<file path="src/isa_pkg.sv">
/* Operation encoding, datapath and register-file widths,
   and the zero word used across the backend. */

package isa_pkg;

    localparam int XLEN       = 64;
    localparam int PC_W       = 64;
    localparam int REG_ADDR_W = 5;
    localparam int NUM_REGS   = 32;

    localparam logic [XLEN-1:0] ZERO_WORD = '0;

    // operations understood by the execute and memory stages.
    typedef enum logic [3:0] {
        OP_NOP,  // retires without touching state.
        OP_ADD,
        OP_SUB,
        OP_AND,
        OP_OR,
        OP_XOR,
        OP_ADDI, // rd = rs1 + imm.
        OP_LD,   // rd = mem[rs1 + imm].
        OP_SD    // mem[rs1 + imm] = rs2.
    } op_e;

endpackage

</file>
<file path="src/pipe_pkg.sv">
/* Stall vector layout and data memory size. */

package pipe_pkg;

    localparam int STALL_W = 5;

    // one stall bit per stage, issue at the bottom.
    localparam int ST_ISSUE = 0;
    localparam int ST_EX    = 1;
    localparam int ST_EXMEM = 2;
    localparam int ST_MEM   = 3;
    localparam int ST_WB    = 4;

    localparam int DMEM_DEPTH = 64; // doublewords.
    localparam int DMEM_AW    = 6;  // word index is address bits 8 to 3.

endpackage

</file>
<file path="src/ex_mem.sv">
/* Execute-to-memory pipeline register that holds while stalled. */

module ex_mem import isa_pkg::*; import pipe_pkg::*; (
    input  logic                  clk,
    input  logic                  arst_n_i,
    input  logic [STALL_W-1:0]    stall_i,
    input  logic                  ex_valid_i,
    input  op_e                   ex_op_i,
    input  logic [PC_W-1:0]       ex_pc_i,
    input  logic [REG_ADDR_W-1:0] ex_rd_i,
    input  logic                  ex_rd_ena_i,
    input  logic [XLEN-1:0]       ex_result_i,
    input  logic [XLEN-1:0]       ex_store_data_i,
    output logic                  mem_valid_o,
    output op_e                   mem_op_o,
    output logic [PC_W-1:0]       mem_pc_o,
    output logic [REG_ADDR_W-1:0] mem_rd_o,
    output logic                  mem_rd_ena_o,
    output logic [XLEN-1:0]       mem_addr_o,
    output logic [XLEN-1:0]       mem_store_data_o
);

    always_ff @(posedge clk or negedge arst_n_i) begin
        if (!arst_n_i) begin
            mem_valid_o      <= 1'b0;
            mem_op_o         <= OP_NOP;
            mem_pc_o         <= '0;
            mem_rd_o         <= '0;
            mem_rd_ena_o     <= 1'b0;
            mem_addr_o       <= ZERO_WORD;
            mem_store_data_o <= ZERO_WORD;
        end else if (!stall_i[ST_EXMEM]) begin
            mem_valid_o      <= ex_valid_i;
            mem_op_o         <= ex_op_i;
            mem_pc_o         <= ex_pc_i;
            mem_rd_o         <= ex_rd_i;
            mem_rd_ena_o     <= ex_rd_ena_i;
            mem_addr_o       <= ex_result_i;
            mem_store_data_o <= ex_store_data_i;
        end
    end

endmodule

</file>
<file path="config.mk">
export PLATFORM = sky130hd
export DESIGN_NAME = ex_mem
export DESIGN_NICKNAME = d
export VERILOG_FILES = /design/src/isa_pkg.sv /design/src/pipe_pkg.sv /design/src/ex_mem.sv
export SDC_FILE = /design/constraint.sdc
export NUM_CORES = 1
export LEC_CHECK = 0
export BUFFER_PORTS_ARGS = -buffer_cell sky130_fd_sc_hd__buf_2
export CAP_MARGIN = 20
export CELL_PAD_IN_SITES_DETAIL_PLACEMENT = 0
export CELL_PAD_IN_SITES_GLOBAL_PLACEMENT = 1
export CORE_AREA = 2 2 159 161
export DETAILED_ROUTE_END_ITERATION = 8
export DIE_AREA = 0 0 161 163
export PLACE_DENSITY = 0.71
export SKIP_CTS_REPAIR_TIMING = 1
export SLEW_MARGIN = 10
export SYNTH_ARGS = -nofsm -noshare
export SYNTH_HDL_FRONTEND = slang
export SYNTH_SLANG_ARGS = --single-unit
</file>
<file path="constraint.sdc">
create_clock -name clk -period 1 [get_ports clk]
set_input_delay 0.1 -clock clk [delete_from_list [all_inputs] [get_ports clk]]
set_output_delay 0.1 -clock clk [all_outputs]
set_load 0.03 [all_outputs]
</file>
==> flow_summary.toml <==
[worst_setup_path]
critPathSlowestCell = "dfrtp_1"
max_stage_delay_ns = 0.42
crit_path_cell_trace = "buf_6"
endpoint_kind = "output pin"
crit_path_start_kind = "flip-flop"
crit_start = "mem_addr_o[10]"
crit_required_ns = 0.90
worstSetupPathType = "flip-flop to output pin"
cp_top_family = "flip-flops"
cp.arrival_ns = 1.09
r2r-start = "mem_pc_o[5]"
cp_num_buf_inv = 1
crit_fanout = 2

[grt]
grt_pass1_vias = 5672
grt.overflow.total = 0
antenna_found_initial = 2
grt_pass1_wl_microns = 31700
grt_max_degree = 34
grt_usage = 0.152

[timing]
clock_skew_ns = 0
fin_ws_ns = -0.188
setup_violations = 206
worst_pin_slew_ns = 0.340
rsz0062_at_grt = "true"
post-route-period-util = 1.19
finalCriticalPeriod_ns = 1.19
max-slew-margin-rel = 0.773
slew_violations = 0
timing.fmax_ghz = 0.842
final_hold_viol_count = 0

[routing]
dr.pass1.iters = 4
drtIter0Drc = 213
wl_met1_microns = 9930
vias_per_cell = 4.27
met3_length_microns = 1860
dr_total_vias = 6568
ant_nets = 0
wl_met2_microns = 15100
avgRoutedWirePerCell_microns = 18.0
highest_layer = "met4"
drc_errors = 0
wl_microns = 27700

[synthesis]
syn_area_per_cell_sq_um = 19.2
ys_ff_latch = 203
syn_nets = 639
ys_seq_area_frac = 0.616
netlist-cell-type-count = 6
yosys_warnings = 0
synth_area_sq_mm = 0.00825
synth_cells = 429

[power]
pwr-share-clk = 0.321
switchingPower_w = 0.00738
p_leak_nw = 7.94
ir_drop_uv = 1430
power_w = 0.0253
seqPwrFrac = 0.385
cellPowerDensity_mw_per_mm2 = 1600
share_comb_of_total_power = 0.294
switching_share = 0.292
power.internal_w = 0.0179

[finish]
stdcell_count = 1537
drive_gt1_frac = 0.659
finalNetCount = 1400
fin_util = 0.642
post-route-cell-area_sq_mm = 0.0158
layout_common_cells = "buf_6 (205), dlygate4sd3_1 (204), buf_2 (203), dfrtp_1 (203), mux2_4 (170)"
layout_commonest_cell = "buf_6"
syn_to_final_growth_pct = 92.1

[floorplan]
ios = 413
start_util = 0.334
die-area_sq_mm = 0.0262
fp-row-count = 58
die_h_microns = 163
core_area_sq_mm = 0.0247
die_w_microns = 161

[clocking]
cts_buffers = 23
path_clk_slew_ns = 0.07
clock_path_buffers = 3
clock_latency_ns = 0.50
root_buffer = "clkbuf_16"
cts.sinks = 203
htreeDepth = 1
cts_tree = "done"

[run_status]
violations = "negative setup slack"
status = "complete, but fails checks"

[placement]
gp_congestion = 0.780
portBuffers = 408
hpwl_microns = 15700
dp_cells = 1182
dpl_cell_area_sq_mm = 0.0110

[min_path]
hp-class = "input pin to async pin"

[run]
maxCapViolCount = 0
cell usage after synthesis, drive strengths merged:
master  instances  area [sq um]
mux2          203          2920
buf            23           244
dfrtp         203          5080
per-stage QoR:
stage,TNS (ns),hold slack (ns),worst slack [ns]
after floorplan,0,-0.196,0.0782
after global placement,-1.01,0.0219,-0.0216
after detailed placement,-1.63,0.0189,-0.0362
after CTS,-37.98,-0.525,-0.236
after global routing,-36.92,0.0741,-0.222
final,-29.50,0.0775,-0.188
flip-flops by register name, summed over array words and instances, names as in the netlist:
signal / cells
mem_pc_o: 64
mem_valid_o: 1
mem_rd_o: 5
mem_op_o: 4
mem_addr_o: 64
mem_rd_ena_o: 1
mem_store_data_o: 64
kinds of logic after synthesis:
| family | after synthesis | share of synthesized area |
|---|---|---|
| flops | 203 | 0.616 |
| buf+inv | 23 | 0.0296 |
| mux | 203 | 0.355 |
worst register-to-register path, stage by stage, from the launching register on:
cell and delay, ns:
dfrtp_1 0.40, buf_4 0.14, buf_6 0.10, mux2_4 0.25
per-layer routing:
metal	GRT usage	vias up
met1	0.179	3230
li1	-	3017
met4	0.0548	0
met3	0.0504	60
met2	0.260	261
met5	0	-
path summary, 6_finish.rpt:
check	to	slack, ns	cells after the start
setup / recovery	mem_addr_o[10]	-0.19	1
hold / removal	mem_pc_o[59]	0.08	2
setup reg to reg	mem_pc_o[5]	0	3
hold reg to reg	mem_store_data_o[6]	0.53	1
max in group asynchronous	mem_store_data_o[16]	0.43	3
min in group clk	mem_pc_o[42]	0.08	3
final cells by class:
| class | instances | area, sq um |
|---|---|---|
| Fill cell | 1668 | 8830 |
| Antenna cell | 2 | 5.00 |
| Sequential cell | 203 | 5080 |
| Clock inverter | 10 | 81.3 |
| Clock buffer | 30 | 632 |
| Tap cell | 330 | 413 |
| Timing Repair Buffer | 759 | 6710 |
| Multi-Input combinational cell | 203 | 2920 |
power groups by stage:
| stage | combinational [W] | clock (W) | sequential [W] |
|---|---|---|---|
| after floorplan | 0.00152 | 0 | 0.0113 |
| after global placement | 0.00503 | 0 | 0.00959 |
| after detailed placement | 0.00508 | 0 | 0.00960 |
| after CTS | 0.00508 | 0.00828 | 0.00949 |
| after global routing | 0.00777 | 0.00865 | 0.00980 |
| final | 0.00745 | 0.00812 | 0.00973 |
(Power assumes the default switching activity.)
