## config.mk

```make
export PLATFORM = sky130hd
export DESIGN_NAME = mem_wb
export DESIGN_NICKNAME = d
export VERILOG_FILES = /design/src/isa_pkg.sv /design/src/pipe_pkg.sv /design/src/mem_wb.sv
export SDC_FILE = /design/constraint.sdc
export NUM_CORES = 1
export LEC_CHECK = 0
export ABC_AREA = 1
export ABC_CLOCK_PERIOD_IN_PS = 800
export BUFFER_PORTS_ARGS = -buffer_cell sky130_fd_sc_hd__buf_2
export CELL_PAD_IN_SITES_DETAIL_PLACEMENT = 0
export CELL_PAD_IN_SITES_GLOBAL_PLACEMENT = 1
export CORE_MARGIN = 2
export CORE_UTILIZATION = 36
export CTS_CLUSTER_DIAMETER = 30
export DETAILED_ROUTE_END_ITERATION = 6
export GPL_TIMING_DRIVEN = 1
export PLACE_DENSITY_LB_ADDON = 0.1
export SYNTH_ARGS = -nofsm -noshare
export SYNTH_HDL_FRONTEND = slang
export SYNTH_SLANG_ARGS = --single-unit
```

## constraint.sdc

```tcl
create_clock -name clk -period 0.8 [get_ports clk]
set_input_delay 0.08 -clock clk [delete_from_list [all_inputs] [get_ports clk]]
set_output_delay 0.08 -clock clk [all_outputs]
set_load 0.005 [all_outputs]
```

## src/isa_pkg.sv

```systemverilog
/* Operation encoding, datapath and register-file widths,
   and the zero word used across the backend. */

package isa_pkg;

    localparam int XLEN       = 64;
    localparam int PC_W       = 64;
    localparam int REG_ADDR_W = 5;
    localparam int NUM_REGS   = 32;

    localparam logic [XLEN-1:0] ZERO_WORD = '0;

    // operations understood by the execute and memory stages.
    typedef enum logic [3:0] {
        OP_NOP,  // retires without touching state.
        OP_ADD,
        OP_SUB,
        OP_AND,
        OP_OR,
        OP_XOR,
        OP_ADDI, // rd = rs1 + imm.
        OP_LD,   // rd = mem[rs1 + imm].
        OP_SD    // mem[rs1 + imm] = rs2.
    } op_e;

endpackage

```

## src/pipe_pkg.sv

```systemverilog
/* Stall vector layout and data memory size. */

package pipe_pkg;

    localparam int STALL_W = 5;

    // one stall bit per stage, issue at the bottom.
    localparam int ST_ISSUE = 0;
    localparam int ST_EX    = 1;
    localparam int ST_EXMEM = 2;
    localparam int ST_MEM   = 3;
    localparam int ST_WB    = 4;

    localparam int DMEM_DEPTH = 64; // doublewords.
    localparam int DMEM_AW    = 6;  // word index is address bits 8 to 3.

endpackage

```

## src/mem_wb.sv

```systemverilog
/* Memory-to-writeback register with bubble insertion,
   and the delayed commit report. */

module mem_wb import isa_pkg::*; import pipe_pkg::*; (
    input  logic                  clk,
    input  logic                  arst_n_i,
    input  logic [STALL_W-1:0]    stall_i,
    input  logic [PC_W-1:0]       wb_pc_i,
    input  logic                  mem_valid_i,
    input  logic [XLEN-1:0]       mem_rd_data_i,
    input  logic [REG_ADDR_W-1:0] mem_rd_addr_i,
    input  logic                  mem_rd_ena_i,
    output logic [XLEN-1:0]       wb_rd_data_o,
    output logic [REG_ADDR_W-1:0] wb_rd_addr_o,
    output logic                  wb_rd_ena_o,
    output logic                  commit_valid_o,
    output logic [PC_W-1:0]       commit_pc_o
);

    logic            wb_valid_q;
    logic [PC_W-1:0] wb_pc_q;

    always_ff @(posedge clk or negedge arst_n_i) begin
        if (!arst_n_i) begin
            wb_valid_q   <= 1'b0;
            wb_pc_q      <= '0;
            wb_rd_ena_o  <= 1'b0;
            wb_rd_addr_o <= '0;
            wb_rd_data_o <= ZERO_WORD;
        end else if (!stall_i[ST_WB]) begin
            wb_valid_q   <= mem_valid_i;
            wb_pc_q      <= wb_pc_i;
            wb_rd_ena_o  <= mem_rd_ena_i;
            wb_rd_addr_o <= mem_rd_addr_i;
            wb_rd_data_o <= mem_rd_data_i;
        end else if (&stall_i) begin
            wb_valid_q   <= 1'b0; // whole pipe frozen, insert a bubble.
            wb_pc_q      <= '0;
            wb_rd_ena_o  <= 1'b0;
            wb_rd_addr_o <= '0;
            wb_rd_data_o <= ZERO_WORD;
        end
    end

    // retirement is reported one cycle after writeback.
    always_ff @(posedge clk or negedge arst_n_i) begin
        if (!arst_n_i) begin
            commit_valid_o <= 1'b0;
            commit_pc_o    <= '0;
        end else begin
            commit_valid_o <= wb_valid_q;
            commit_pc_o    <= wb_pc_q;
        end
    end

endmodule

```

==> impl_metrics.tcl <==
set metrics [dict create \
    outcome "finished, violations left" \
    violations "negative setup slack" \
    avgSynthCellArea_um2 10.8 \
    cp_cell_sequence "buf_2" \
    synth_seq_area_share_pct 70.6 \
    worstSkewPairLatency_ns 0.42 \
    final_util_pct 57.9 \
    synth_area_um2 7090 \
    setup-violations-final 142 \
    rows 51 \
    tightest_slew_ns 0.311 \
    p_clk_share_pct 37.2 \
    seq_power_share_pct 48.5 \
    ys_types 10 \
    r2r_end "wb_rd_data_o[41]" \
    vias 6219 \
    grt_pass1_vias 6373 \
    yosysWarningCount 0 \
    finalPower_mw 23.6 \
    holdWs_ns 0.103 \
    worst-path-buf-inv 1 \
    p_int_mw 17.8 \
    htree_levels 4 \
    crit_slowest_cell "dfrtp_1" \
    slowest_delay_ns 0.40 \
    startpoint "wb_rd_addr_o[0]" \
    hold_viol 0 \
    drt-initial-drc-count 313 \
    drc 0 \
    dp_hpwl_mm 13.2 \
    critPathTopFamily "flip-flops" \
    worstSetupEndpoint "wb_rd_addr_o[0]" \
    stdcell_area_um2 11200 \
    ys_seq_elements 200 \
    nFillCells 1736 \
    synth_nets 796 \
    dieArea_um2 20800 \
    syn2layout_area_growth_pct 58.3 \
    slew_headroom_pct 79.2 \
    wl_mm 20.2 \
    power_per_cell_area_nw_per_um2 2100 \
    antenna_left 0 \
    portBuffers 276 \
    crit_arrival_ns 0.97 \
    cp-end-kind "primary output" \
    r2r_slack_ns -0.06 \
    fmax_ghz 0.954 \
    layout_commonest_cell "nand2_1" \
    p_switching_mw 5.83 \
    drv_cap 0 \
    setup_ws_ns -0.248 \
    cts.reportedPaths.clkPinSlew_ns 0.08 \
    die_w_um 144 \
    globalplace.congestion 0.790 \
    r2r_cells 4 \
    clk_path_buf_depth 2 \
    core_area_um2 19400 \
    drtPass1Iterations 4 \
    start_kind "flop" \
    p_leak_nw 6.07 \
    path_depth 1 \
    r2r-start "wb_rd_data_o[41]" \
    wl_per_cell_um 14.5 \
    ir_drop_uv 1420 \
    grt_max_degree 48 \
    min_path_type "in -> reg" \
    viasPerCell 4.48 \
    io_pins 277 \
    drv_slew 0 \
    die_h_um 144 \
    initial_core_util_pct 36.6 \
    p_comb_share_pct 14.3 \
    drive_gt1_share_pct 34.8 \
    place_area_um2 8850 \
    rsz0062_at_grt "yes" \
    cp.required_ns 0.72 \
    criticalPathCategory "reg -> out" \
    cts.sinks 200 \
    synth_cells 654 \
    dpl_worst_slack_ns -0.155 \
    final_nets 1251 \
    grt_antenna_before_repair 0 \
    layout_common_cells "272 x nand2_1, 266 x buf_2, 200 x dfrtp_1" \
    cts_buffers 17 \
    final.period_utilization_pct 131 \
    cts_tree "yes" \
    crit_fanout 2 \
    diodes 0 \
    finClkSkew_ns 0.00765 \
    overflow 0 \
    grt_pass1_wl_mm 31.5 \
    cts_root_buffer "clkbuf_16" \
    layout_min_cycle_time_ns 1.05 \
    grt_usage_pct 19.5 \
    swShare_pct 24.7 \
]
## power by group through the flow
| stage | clock, mW | combinational, mW | sequential [mW] |
|---|---|---|---|
| after detailed placement | 0 | 2.53 | 11.6 |
| final | 8.79 | 3.36 | 11.4 |
| after global placement | 0 | 2.49 | 11.6 |
| after global routing | 9.41 | 3.77 | 11.5 |
| after CTS | 9.03 | 3.28 | 11.4 |
| after floorplan | 0 | 0.902 | 11.6 |
## cells by family after synthesis
logic type	count (synthesis)	synth area share, %
buffers and inverters	46	4.64
flip-flops	200	70.6
AND/OR/NAND/NOR	408	24.8
## cells in the mapped netlist, drive strengths merged
| cell | n | area [um^2] |
|---|---|---|
| nand2 | 273 | 1030 |
| nand3 | 135 | 726 |
| dfrtp | 200 | 5000 |
| buf | 43 | 315 |
| inv | 3 | 13.8 |
## metrics by stage
stage | instances | TNS, ns
finish | 1387 | -28.57
global route | 1387 | -34.61
CTS | 1368 | -31.79
detailed placement | 1174 | -12.53
global placement | 1174 | -10.91
floorplan | 654 | 0
## repair_timing
item,4_1_cts,5_1_grt
gates resized for setup,8,4
setup endpoints to repair,135,136
hold endpoints to repair,335,0
hold buffers,136,0
setup buffers,26,20
pin swaps,0,1
## worst min-delay path by stage
stage	start	to	slack, ns	cells after the start
final	stall_i[1]	wb_pc_q[49]	0.10	6
after floorplan	arst_n_i	commit_pc_o[0]	-0.22	0
after global routing	stall_i[3]	wb_pc_q[49]	0.13	6
after detailed placement	arst_n_i	wb_rd_data_o[60]	0.01	1
after CTS	stall_i[1]	wb_pc_q[49]	0.09	6
after global placement	arst_n_i	wb_rd_data_o[60]	0.01	1
## registers in the layout (all words and copies together), names as in the netlist
name            flops
wb_pc_q            64
commit_valid_o      1
commit_pc_o        64
wb_rd_data_o       64
wb_rd_ena_o         1
wb_valid_q          1
wb_rd_addr_o        5
## layer usage
metal	wire (um)	GRT usage (%)	vias up
met5	0	0	-
met1	8220	23.4	3004
met4	281	5.93	0
met3	1560	5.89	17
li1	-	-	2991
met2	10100	34.0	207
## final cells by class
class / instances / area [um^2] / share of cell area, %
Sequential cell: 200 / 5000 / 44.6
Timing Repair Buffer: 479 / 3500 / 31.2
Tap cell: 265 / 332 / 2.95
Clock inverter: 12 / 151 / 1.35
Clock buffer: 20 / 457 / 4.07
Multi-Input combinational cell: 408 / 1770 / 15.8
Inverter: 3 / 13.8 / 0.123
(Power assumes the default switching activity.)
