### src/isa_pkg.sv
/* Operation encoding, datapath and register-file widths,
   and the zero word used across the backend. */

package isa_pkg;

    localparam int XLEN       = 64;
    localparam int PC_W       = 64;
    localparam int REG_ADDR_W = 5;
    localparam int NUM_REGS   = 32;

    localparam logic [XLEN-1:0] ZERO_WORD = '0;

    // operations understood by the execute and memory stages.
    typedef enum logic [3:0] {
        OP_NOP,  // retires without touching state.
        OP_ADD,
        OP_SUB,
        OP_AND,
        OP_OR,
        OP_XOR,
        OP_ADDI, // rd = rs1 + imm.
        OP_LD,   // rd = mem[rs1 + imm].
        OP_SD    // mem[rs1 + imm] = rs2.
    } op_e;

endpackage

### src/pipe_pkg.sv
/* Stall vector layout and data memory size. */

package pipe_pkg;

    localparam int STALL_W = 5;

    // one stall bit per stage, issue at the bottom.
    localparam int ST_ISSUE = 0;
    localparam int ST_EX    = 1;
    localparam int ST_EXMEM = 2;
    localparam int ST_MEM   = 3;
    localparam int ST_WB    = 4;

    localparam int DMEM_DEPTH = 64; // doublewords.
    localparam int DMEM_AW    = 6;  // word index is address bits 8 to 3.

endpackage

### src/exec_stage.sv
/* Issue-to-execute latch, operand forwarding and the ALU. */

module exec_stage import isa_pkg::*; import pipe_pkg::*; (
    input  logic                  clk,
    input  logic                  arst_n_i,
    input  logic [STALL_W-1:0]    stall_i,
    input  logic                  take_i,
    input  op_e                   op_i,
    input  logic [PC_W-1:0]       pc_i,
    input  logic [REG_ADDR_W-1:0] rd_i,
    input  logic [REG_ADDR_W-1:0] rs1_i,
    input  logic [REG_ADDR_W-1:0] rs2_i,
    input  logic [XLEN-1:0]       imm_i,
    output logic [REG_ADDR_W-1:0] rf_raddr1_o,
    output logic [REG_ADDR_W-1:0] rf_raddr2_o,
    input  logic [XLEN-1:0]       rf_rdata1_i,
    input  logic [XLEN-1:0]       rf_rdata2_i,
    input  logic                  fwd_mem_ena_i,
    input  logic [REG_ADDR_W-1:0] fwd_mem_addr_i,
    input  logic [XLEN-1:0]       fwd_mem_data_i,
    input  logic                  fwd_wb_ena_i,
    input  logic [REG_ADDR_W-1:0] fwd_wb_addr_i,
    input  logic [XLEN-1:0]       fwd_wb_data_i,
    output logic                  ex_valid_o,
    output op_e                   ex_op_o,
    output logic [PC_W-1:0]       ex_pc_o,
    output logic [REG_ADDR_W-1:0] ex_rd_o,
    output logic                  ex_rd_ena_o,
    output logic [XLEN-1:0]       ex_result_o,
    output logic [XLEN-1:0]       ex_store_data_o
);

    logic                  valid_q;
    op_e                   op_q;
    logic [PC_W-1:0]       pc_q;
    logic [REG_ADDR_W-1:0] rd_q;
    logic [REG_ADDR_W-1:0] rs1_q;
    logic [REG_ADDR_W-1:0] rs2_q;
    logic [XLEN-1:0]       imm_q;
    logic [XLEN-1:0]       op1;
    logic [XLEN-1:0]       op2;

    always_ff @(posedge clk or negedge arst_n_i) begin
        if (!arst_n_i) begin
            valid_q <= 1'b0;
            op_q    <= OP_NOP;
            pc_q    <= '0;
            rd_q    <= '0;
            rs1_q   <= '0;
            rs2_q   <= '0;
            imm_q   <= ZERO_WORD;
        end else if (!stall_i[ST_EX]) begin
            if (take_i) begin
                valid_q <= 1'b1;
                op_q    <= op_i;
                pc_q    <= pc_i;
                rd_q    <= rd_i;
                rs1_q   <= rs1_i;
                rs2_q   <= rs2_i;
                imm_q   <= imm_i;
            end else begin
                valid_q <= 1'b0; // nothing issued, so a bubble moves on.
                op_q    <= OP_NOP;
                rd_q    <= '0;
            end
        end
    end

    assign rf_raddr1_o = rs1_q;
    assign rf_raddr2_o = rs2_q;

    // the younger memory-stage result wins over writeback.
    function automatic logic [XLEN-1:0] resolve(input logic [REG_ADDR_W-1:0] addr,
                                                input logic [XLEN-1:0]       rf_data);
        logic [XLEN-1:0] val;
        val = rf_data;
        if (addr != '0 && fwd_mem_ena_i && fwd_mem_addr_i == addr) begin
            val = fwd_mem_data_i;
        end else if (addr != '0 && fwd_wb_ena_i && fwd_wb_addr_i == addr) begin
            val = fwd_wb_data_i;
        end
        return val;
    endfunction

    always_comb begin
        op1 = resolve(rs1_q, rf_rdata1_i);
        op2 = resolve(rs2_q, rf_rdata2_i);
        case (op_q)
            OP_ADD:  ex_result_o = op1 + op2;
            OP_SUB:  ex_result_o = op1 - op2;
            OP_AND:  ex_result_o = op1 & op2;
            OP_OR:   ex_result_o = op1 | op2;
            OP_XOR:  ex_result_o = op1 ^ op2;
            OP_ADDI, OP_LD, OP_SD: ex_result_o = op1 + imm_q; // also the memory address.
            default: ex_result_o = ZERO_WORD;
        endcase
    end

    assign ex_valid_o      = valid_q;
    assign ex_op_o         = op_q;
    assign ex_pc_o         = pc_q;
    assign ex_rd_o         = rd_q;
    assign ex_store_data_o = op2;
    assign ex_rd_ena_o     = valid_q && rd_q != '0 &&
                             (op_q inside {OP_ADD, OP_SUB, OP_AND, OP_OR, OP_XOR, OP_ADDI, OP_LD});

endmodule

### config.mk
export PLATFORM = sky130hd
export DESIGN_NAME = exec_stage
export DESIGN_NICKNAME = d
export VERILOG_FILES = /design/src/isa_pkg.sv /design/src/pipe_pkg.sv /design/src/exec_stage.sv
export SDC_FILE = /design/constraint.sdc
export NUM_CORES = 1
export LEC_CHECK = 0
export ABC_AREA = 1
export BUFFER_PORTS_ARGS = -buffer_cell sky130_fd_sc_hd__buf_4
export CAP_MARGIN = 40
export CORE_AREA = 8 8 239 241
export DETAILED_ROUTE_END_ITERATION = 8
export DIE_AREA = 0 0 247 249
export PLACE_DENSITY = 0.69
export REMOVE_ABC_BUFFERS = 1
export SYNTH_ARGS = -nofsm -noshare
export SYNTH_HDL_FRONTEND = slang
export SYNTH_SLANG_ARGS = --single-unit
### constraint.sdc
create_clock -name clk -period 5.9 [get_ports clk]
set_input_delay 1.18 -clock clk [delete_from_list [all_inputs] [get_ports clk]]
set_output_delay 1.18 -clock clk [all_outputs]
set_load 0.005 [all_outputs]
==> flow_metrics.tcl, run 1 <==
set metrics [dict create \
    cp-start-kind "primary input" \
    via_per_inst 5.37 \
    port_buffers 631 \
    cp.arrival_ps 5890 \
    irDropWorstVdd_uv 348 \
    fmax_mhz 141 \
    crit_required_ps 4720 \
    clock_latency_ps 500 \
    track_usage_pct 32.7 \
    cp_slowest_stage_delay_ps 340 \
    cpMostUsedCell "buf_4" \
    worstPathMaxFanout 7 \
    whs_ps 509 \
    netlist_top_cells_area "dfrtp_1 (18%), nand2_1 (13%), ha_1 (12%), inv_1 (9.2%), mux2_2 (7.2%)" \
    antenna_left 0 \
    seqCellArea_mm2 0.00370 \
    synth_area_mm2 0.0204 \
    min_from "ex_pc_o[52]$_DFFE_PN0P_" \
    yosysWarnings 0 \
    synthFlopType "dfrtp_1" \
    period_share_pct 120 \
    syn_area_per_cell_um2 6.54 \
    synthCells 3118 \
    firstDrtPassIters 5 \
    globalRouteOverflowTotal 0 \
    fp.dieW_um 247 \
    combPwrFrac_pct 69.7 \
    switching_power_mw 3.64 \
    cts_buffers 17 \
    clock-skew-final_ps 0 \
    mostFrequentLayoutCell "buf_4" \
    layout-drive-gt1-share_pct 52.7 \
    hold_viol 0 \
    ioPinCount 636 \
    nets 5064 \
    worst-path-buf-inv 14 \
    slew_headroom_pct 32.8 \
    hold_buffers 0 \
    cts_tree "done" \
    slowest_stage "nor3_4" \
    p_clk_share_pct 14.8 \
    synth_seq_cells 148 \
    power_leakage_nw 18.1 \
    violations "negative setup slack" \
    area_growth_pct 76.6 \
    place_hpwl_um 81900 \
    cts_sinks 148 \
    ys_seq_area_share_pct 18.2 \
    synth_edf_count 0 \
    drt-initial-drc-count 2103 \
    setup_viol 57 \
    maxSlewViolCount 0 \
    p_sw_share_pct 45.2 \
    crit_family "simple AND/OR/NAND/NOR gates" \
    hold_class "reg2reg" \
    powerDensity_mw_per_mm2 224 \
    layout_common_cells "buf_4 (1293), nand2_1 (574), inv_1 (447)" \
    htree_levels 4 \
    placed_area_mm2 0.0304 \
    whs_path_depth 1 \
    antenna_found_initial 13 \
    start_util_pct 38.3 \
    num_vias 27800 \
    design_area_mm2 0.0360 \
    fin_util_pct 67.6 \
    worst_pin_slew_ps 997 \
    reg2reg_depth 3 \
    dieHeight_um 249 \
    post_drt_wl_per_cell_um 21.2 \
    cts_root_buf "clkbuf_16" \
    reg2reg_to "rf_raddr1_o[0]$_DFFE_PN0P_" \
    clkSlewWorstSetupHoldPaths_ps 80 \
    rows 85 \
    regToRegStartpoint "rf_raddr1_o[0]$_DFFE_PN0P_" \
    multi_input_area_mm2 0.0170 \
    rsz0062_at_grt "yes" \
    worst_slack_ps -1170 \
    hold-path-endpoint "ex_pc_o[52]$_DFFE_PN0P_" \
    wl_um 109000 \
    ys_types 63 \
    seqPwrFrac_pct 15.5 \
    grt_max_degree 78 \
    crit_type "in2out" \
    die_area_mm2 0.0615 \
    clockBufferDepth 2 \
    grt_first_pass_wirelength_um 157000 \
    route.detailed.drc 0 \
    status "finished with violations" \
    reg2reg_slack_ps 4980 \
    period_minus_slack_ps 7070 \
    yosys.area.top_type "dfrtp_1" \
    async_flop_share_pct 100 \
    cap_violations 0 \
    filler_cell_count 4299 \
    end_kind "primary output" \
    synth_top_area_share_pct 18.2 \
    p_int_mw 4.41 \
    gp_congestion 1.01 \
    core_area_mm2 0.0533 \
    grt_pass1_vias 27400 \
]
## through the flow
| stage | worst slack [ps] | total power [mW] | cells | TNS (ps) |
|---|---|---|---|---|
| 6_report | -1170 | 8.06 | 5169 | -45570 |
| 5_1_grt | -1360 | 8.48 | 5167 | -55470 |
| 4_1_cts | -960 | 7.25 | 5081 | -35260 |
| 3_5_place_dp | -1280 | 5.41 | 4961 | -43970 |
| 3_3_place_gp | -1210 | 5.38 | 4961 | -41240 |
| 2_1_floorplan | -1250 | 3.09 | 2994 | -48420 |
## worst max path at each step
stage	startpoint	depth (start not counted)	end	slack, ps
2_1_floorplan	fwd_mem_addr_i[4]	27	ex_result_o[52]	-1250
3_3_place_gp	fwd_mem_addr_i[2]	34	ex_result_o[63]	-1210
3_5_place_dp	fwd_mem_addr_i[2]	30	ex_result_o[59]	-1280
4_1_cts	fwd_wb_addr_i[4]	36	ex_result_o[49]	-960
5_1_grt	fwd_wb_addr_i[4]	40	ex_result_o[35]	-1360
6_report	fwd_wb_addr_i[3]	36	ex_result_o[63]	-1170
## layer usage
metal	GRT usage [%]	vias to the layer above	part of all wire [%]
met4	13.1	4	4.9
met3	8.64	313	8.9
met1	38.7	13100	39
met2	55.3	1315	47
li1	-	13000	-
met5	0	-	0.028
## registers in the layout, indices dropped and copies added (netlist names)
name         count
ex_rd_o          5
rf_raddr1_o      5
ex_op_o          4
rf_raddr2_o      5
ex_pc_o         64
imm_q           64
ex_valid_o       1
## cell usage after synthesis (all sizes together), types with 4 or more instances
| cell | number |
|---|---|
| nand2 | 745 |
| inv | 533 |
| nor2 | 265 |
| nand3 | 250 |
| o21ai | 216 |
| ha | 192 |
| a21oi | 174 |
| dfrtp | 148 |
| mux2 | 131 |
| clkbuf | 85 |
| o211ai | 85 |
| a31oi | 54 |
| o2111ai | 43 |
| buf | 39 |
| nor3 | 29 |
| or2 | 25 |
| nand4 | 23 |
| a221oi | 14 |
| a22oi | 10 |
| o21a | 8 |
| nor4 | 7 |
| a21boi | 6 |
| xor2 | 6 |
| nand3b | 4 |
## layout make-up
type	instances	area share, %
multi-input cells	2312	47.2
repair buffers	1434	32.6
flip-flops and latches	148	10.3
inverters	535	5.71
well taps	696	2.42
clock buffers	17	1.18
clock inverters	15	0.514
diodes	12	0.0834
## kinds of logic after synthesis
| kind of cell | synth area share [%] |
|---|---|
| muxes | 7.24 |
| xor gates and xnor gates | 0.387 |
| and+or+nand+nor | 30.4 |
| AOI/OAI and AO/OA | 18.8 |
| buffers and inverters | 13.2 |
| adders and majority gates | 11.9 |
| DFF | 18.2 |
## power groups by stage
stage               Combinational (mW)  Clock, mW  Sequential (mW)
detailed placement                4.15          0             1.26
global route                      5.96       1.24             1.27
global placement                  4.12          0             1.26
finish                            5.62       1.19             1.25
floorplan                         1.84          0             1.25
CTS                               4.79       1.21             1.25
## repair_timing
action / CTS / global route
endpoints found under the hold margin: 0 / 0
setup buffers: 86 / 84
setup endpoints to repair: 54 / 59
cloned: 9 / 4
pin swaps: 98 / 207
gates resized for setup: 479 / 450
(Power assumes the default switching activity.)
==> run 2: changes to the inputs <==
Settings changed: ABC_AREA 1 to unset, CORE_AREA 8 8 239 241 to 8 8 238 240, DIE_AREA 0 0 247 249 to 0 0 246 248, GPL_ROUTABILITY_DRIVEN set to 0, PLACE_DENSITY 0.69 to 0.65.
==> run 2 against run 1 <==
  * Critical path depth down 5
  * Via count fell by 13%
  * Non-clock buffer count is 41 lower
  * The flow still finishes with violations (negative setup slack)
  * Hold slack better by 5.1 ps
  * Largest cell class unchanged
==> flow_metrics.tcl, run 2 <==
set metrics [dict create \
    crit_type "in2out" \
    worst_pin_slew_ps 898 \
    synth_area_mm2 0.0183 \
    syn_area_per_cell_um2 8.20 \
    status "finished with violations" \
    cp.arrival_ps 6940 \
    regToRegStartpoint "rf_raddr2_o[0]$_DFFE_PN0P_" \
    rows 85 \
    ioPinCount 636 \
    synth_edf_count 0 \
    clock_latency_ps 500 \
    place_hpwl_um 79200 \
    fmax_mhz 123 \
    async_flop_share_pct 100 \
    cts_root_buf "clkbuf_16" \
    track_usage_pct 30.9 \
    setup_viol 59 \
    switching_power_mw 3.11 \
    combPwrFrac_pct 66.6 \
    start_util_pct 34.6 \
    min_from "imm_q[52]$_DFFE_PN0P_" \
    worst_slack_ps -2220 \
    cap_violations 0 \
    yosys.area.top_type "dfrtp_1" \
    ys_types 92 \
    firstDrtPassIters 8 \
    die_area_mm2 0.0610 \
    power_leakage_nw 15.1 \
    dieHeight_um 248 \
    p_clk_share_pct 16.4 \
    synth_seq_cells 148 \
    core_area_mm2 0.0531 \
    p_sw_share_pct 41.7 \
    ys_top_cells_by_count "nand2_1 (234), ha_1 (192), dfrtp_1 (148)" \
    powerDensity_mw_per_mm2 232 \
    area_growth_pct 74.9 \
    layout_common_cells "buf_4 (1316), nand2_1 (217), ha_1 (185)" \
    synthFlopType "dfrtp_1" \
    layout-drive-gt1-share_pct 54.0 \
    filler_cell_count 4390 \
    cts_sinks 148 \
    slew_headroom_pct 40.1 \
    cts_buffers 17 \
    grt_first_pass_wirelength_um 146000 \
    clkSlewWorstSetupHoldPaths_ps 70 \
    wl_um 102000 \
    post_drt_wl_per_cell_um 24.2 \
    mostFrequentLayoutCell "buf_4" \
    fp.dieW_um 246 \
    irDropWorstVdd_uv 309 \
    clockBufferDepth 2 \
    violations "negative setup slack" \
    worstPathMaxFanout 6 \
    p_int_mw 4.34 \
    grt_pass1_vias 24900 \
    synthCells 2237 \
    cp-start-kind "primary input" \
    synth_top_area_share_pct 20.2 \
    cp_slowest_stage_delay_ps 480 \
    crit_required_ps 4720 \
    num_vias 24100 \
    globalRouteOverflowTotal 0 \
    route.detailed.drc 0 \
    seqPwrFrac_pct 16.9 \
    htree_levels 4 \
    synth_most_common_cell "nand2_1" \
    dp_cells 4083 \
    final_cell_count_no_fill 4219 \
    whs_path_depth 1 \
    via_per_inst 5.71 \
    cts_tree "done" \
    period_minus_slack_ps 8120 \
    hold-path-endpoint "imm_q[52]$_DFFE_PN0P_" \
    yosysWarnings 0 \
    nets 4114 \
    netlist_top_cells_area "dfrtp_1 (20%), ha_1 (13%), mux2_2 (8.6%), xnor2_1 (5.0%), nand2_1 (4.8%)" \
    clock-skew-final_ps 0 \
    ys_seq_area_share_pct 20.2 \
    antenna_left 0 \
    end_kind "primary output" \
    reg2reg_depth 2 \
    reg2reg_to "rf_raddr2_o[0]$_DFFE_PN0P_" \
    drt-initial-drc-count 1953 \
    slowest_stage "and4bb_4" \
    port_buffers 631 \
    p_total_mw 7.45 \
    hold_viol 0 \
    reg2reg_slack_ps 4800 \
    period_share_pct 138 \
    whs_ps 514 \
    antenna_found_initial 17 \
    rsz0062_at_grt "yes" \
    maxSlewViolCount 0 \
    hold_class "reg2reg" \
    grt_max_degree 57 \
]
## run 2: power by group through the flow
stage / logic (mW) / registers [mW] / clock network [mW]
final: 4.96 / 1.26 / 1.22
after global routing: 5.24 / 1.28 / 1.28
after CTS: 4.44 / 1.26 / 1.24
after detailed placement: 4.03 / 1.27 / 0
after global placement: 3.94 / 1.27 / 0
after floorplan: 1.75 / 1.26 / 0
## run 2: worst max path at each step
| stage | from | end | slack (ps) | cells after the start |
|---|---|---|---|---|
| 2_1_floorplan | fwd_mem_addr_i[0] | ex_result_o[54] | -9110 | 19 |
| 3_3_place_gp | fwd_wb_data_i[7] | ex_result_o[54] | -2260 | 28 |
| 3_5_place_dp | fwd_wb_addr_i[0] | ex_result_o[63] | -2340 | 30 |
| 4_1_cts | fwd_wb_addr_i[1] | ex_result_o[54] | -1910 | 32 |
| 5_1_grt | fwd_wb_addr_i[0] | ex_result_o[63] | -2410 | 30 |
| 6_report | fwd_wb_addr_i[2] | ex_result_o[61] | -2220 | 31 |
## run 2: cells by family after synthesis
family | synth area share (%)
compound gates | 25.2
xor+xnor | 6.35
fa+ha+maj | 13.2
buf+inv | 6.87
flops | 20.2
mux | 12.7
simple gates | 15.5
## run 2: area by class of cell
cell class | instances | area, um2 | area share [%]
Clock inverter | 14 | 185 | 0.577
Multi-Input combinational cell | 1794 | 15300 | 47.8
Inverter | 144 | 541 | 1.69
Antenna cell | 12 | 30.0 | 0.0936
Clock buffer | 18 | 429 | 1.34
Tap cell | 696 | 871 | 2.71
Sequential cell | 148 | 3700 | 11.5
Timing Repair Buffer | 1393 | 11000 | 34.2
## run 2: repair_timing
| action | 4_1_cts | 5_1_grt |
|---|---|---|
| gates cloned | 2 | 0 |
| hold buffers | 0 | 0 |
| buffers inserted | 55 | 44 |
| pin swaps | 103 | 144 |
| setup endpoints to repair | 58 | 60 |
| gates resized for setup | 245 | 207 |
## run 2: per-layer routing
metal | global-route usage [%] | wire [um] | vias to the layer above
met5 | 0 | 40 | -
met3 | 7.31 | 9280 | 346
met1 | 35.8 | 37800 | 11600
met4 | 17.1 | 5860 | 6
li1 | - | - | 10800
met2 | 52.2 | 49000 | 1391
## run 2: through the flow
stage | area [um2] | setup WS, ps | setup TNS (ps) | util [%]
2_1_floorplan | 17600 | -9110 | -867700 | -
3_3_place_gp | 28500 | -2260 | -81830 | 53.8
3_5_place_dp | 28600 | -2340 | -86690 | 53.8
4_1_cts | 30700 | -1910 | -69920 | 57.9
5_1_grt | 32100 | -2410 | -98690 | 60.4
6_report | 32100 | -2220 | -88010 | 60.4
## run 2: worst max-delay path, delay by kind of cell
kind	cells	cell delay, ps
buf+inv	8	1220
simple gates	6	1330
mux	1	240
compound gates	12	1980
xor+xnor	3	630
fa+ha+maj	1	350
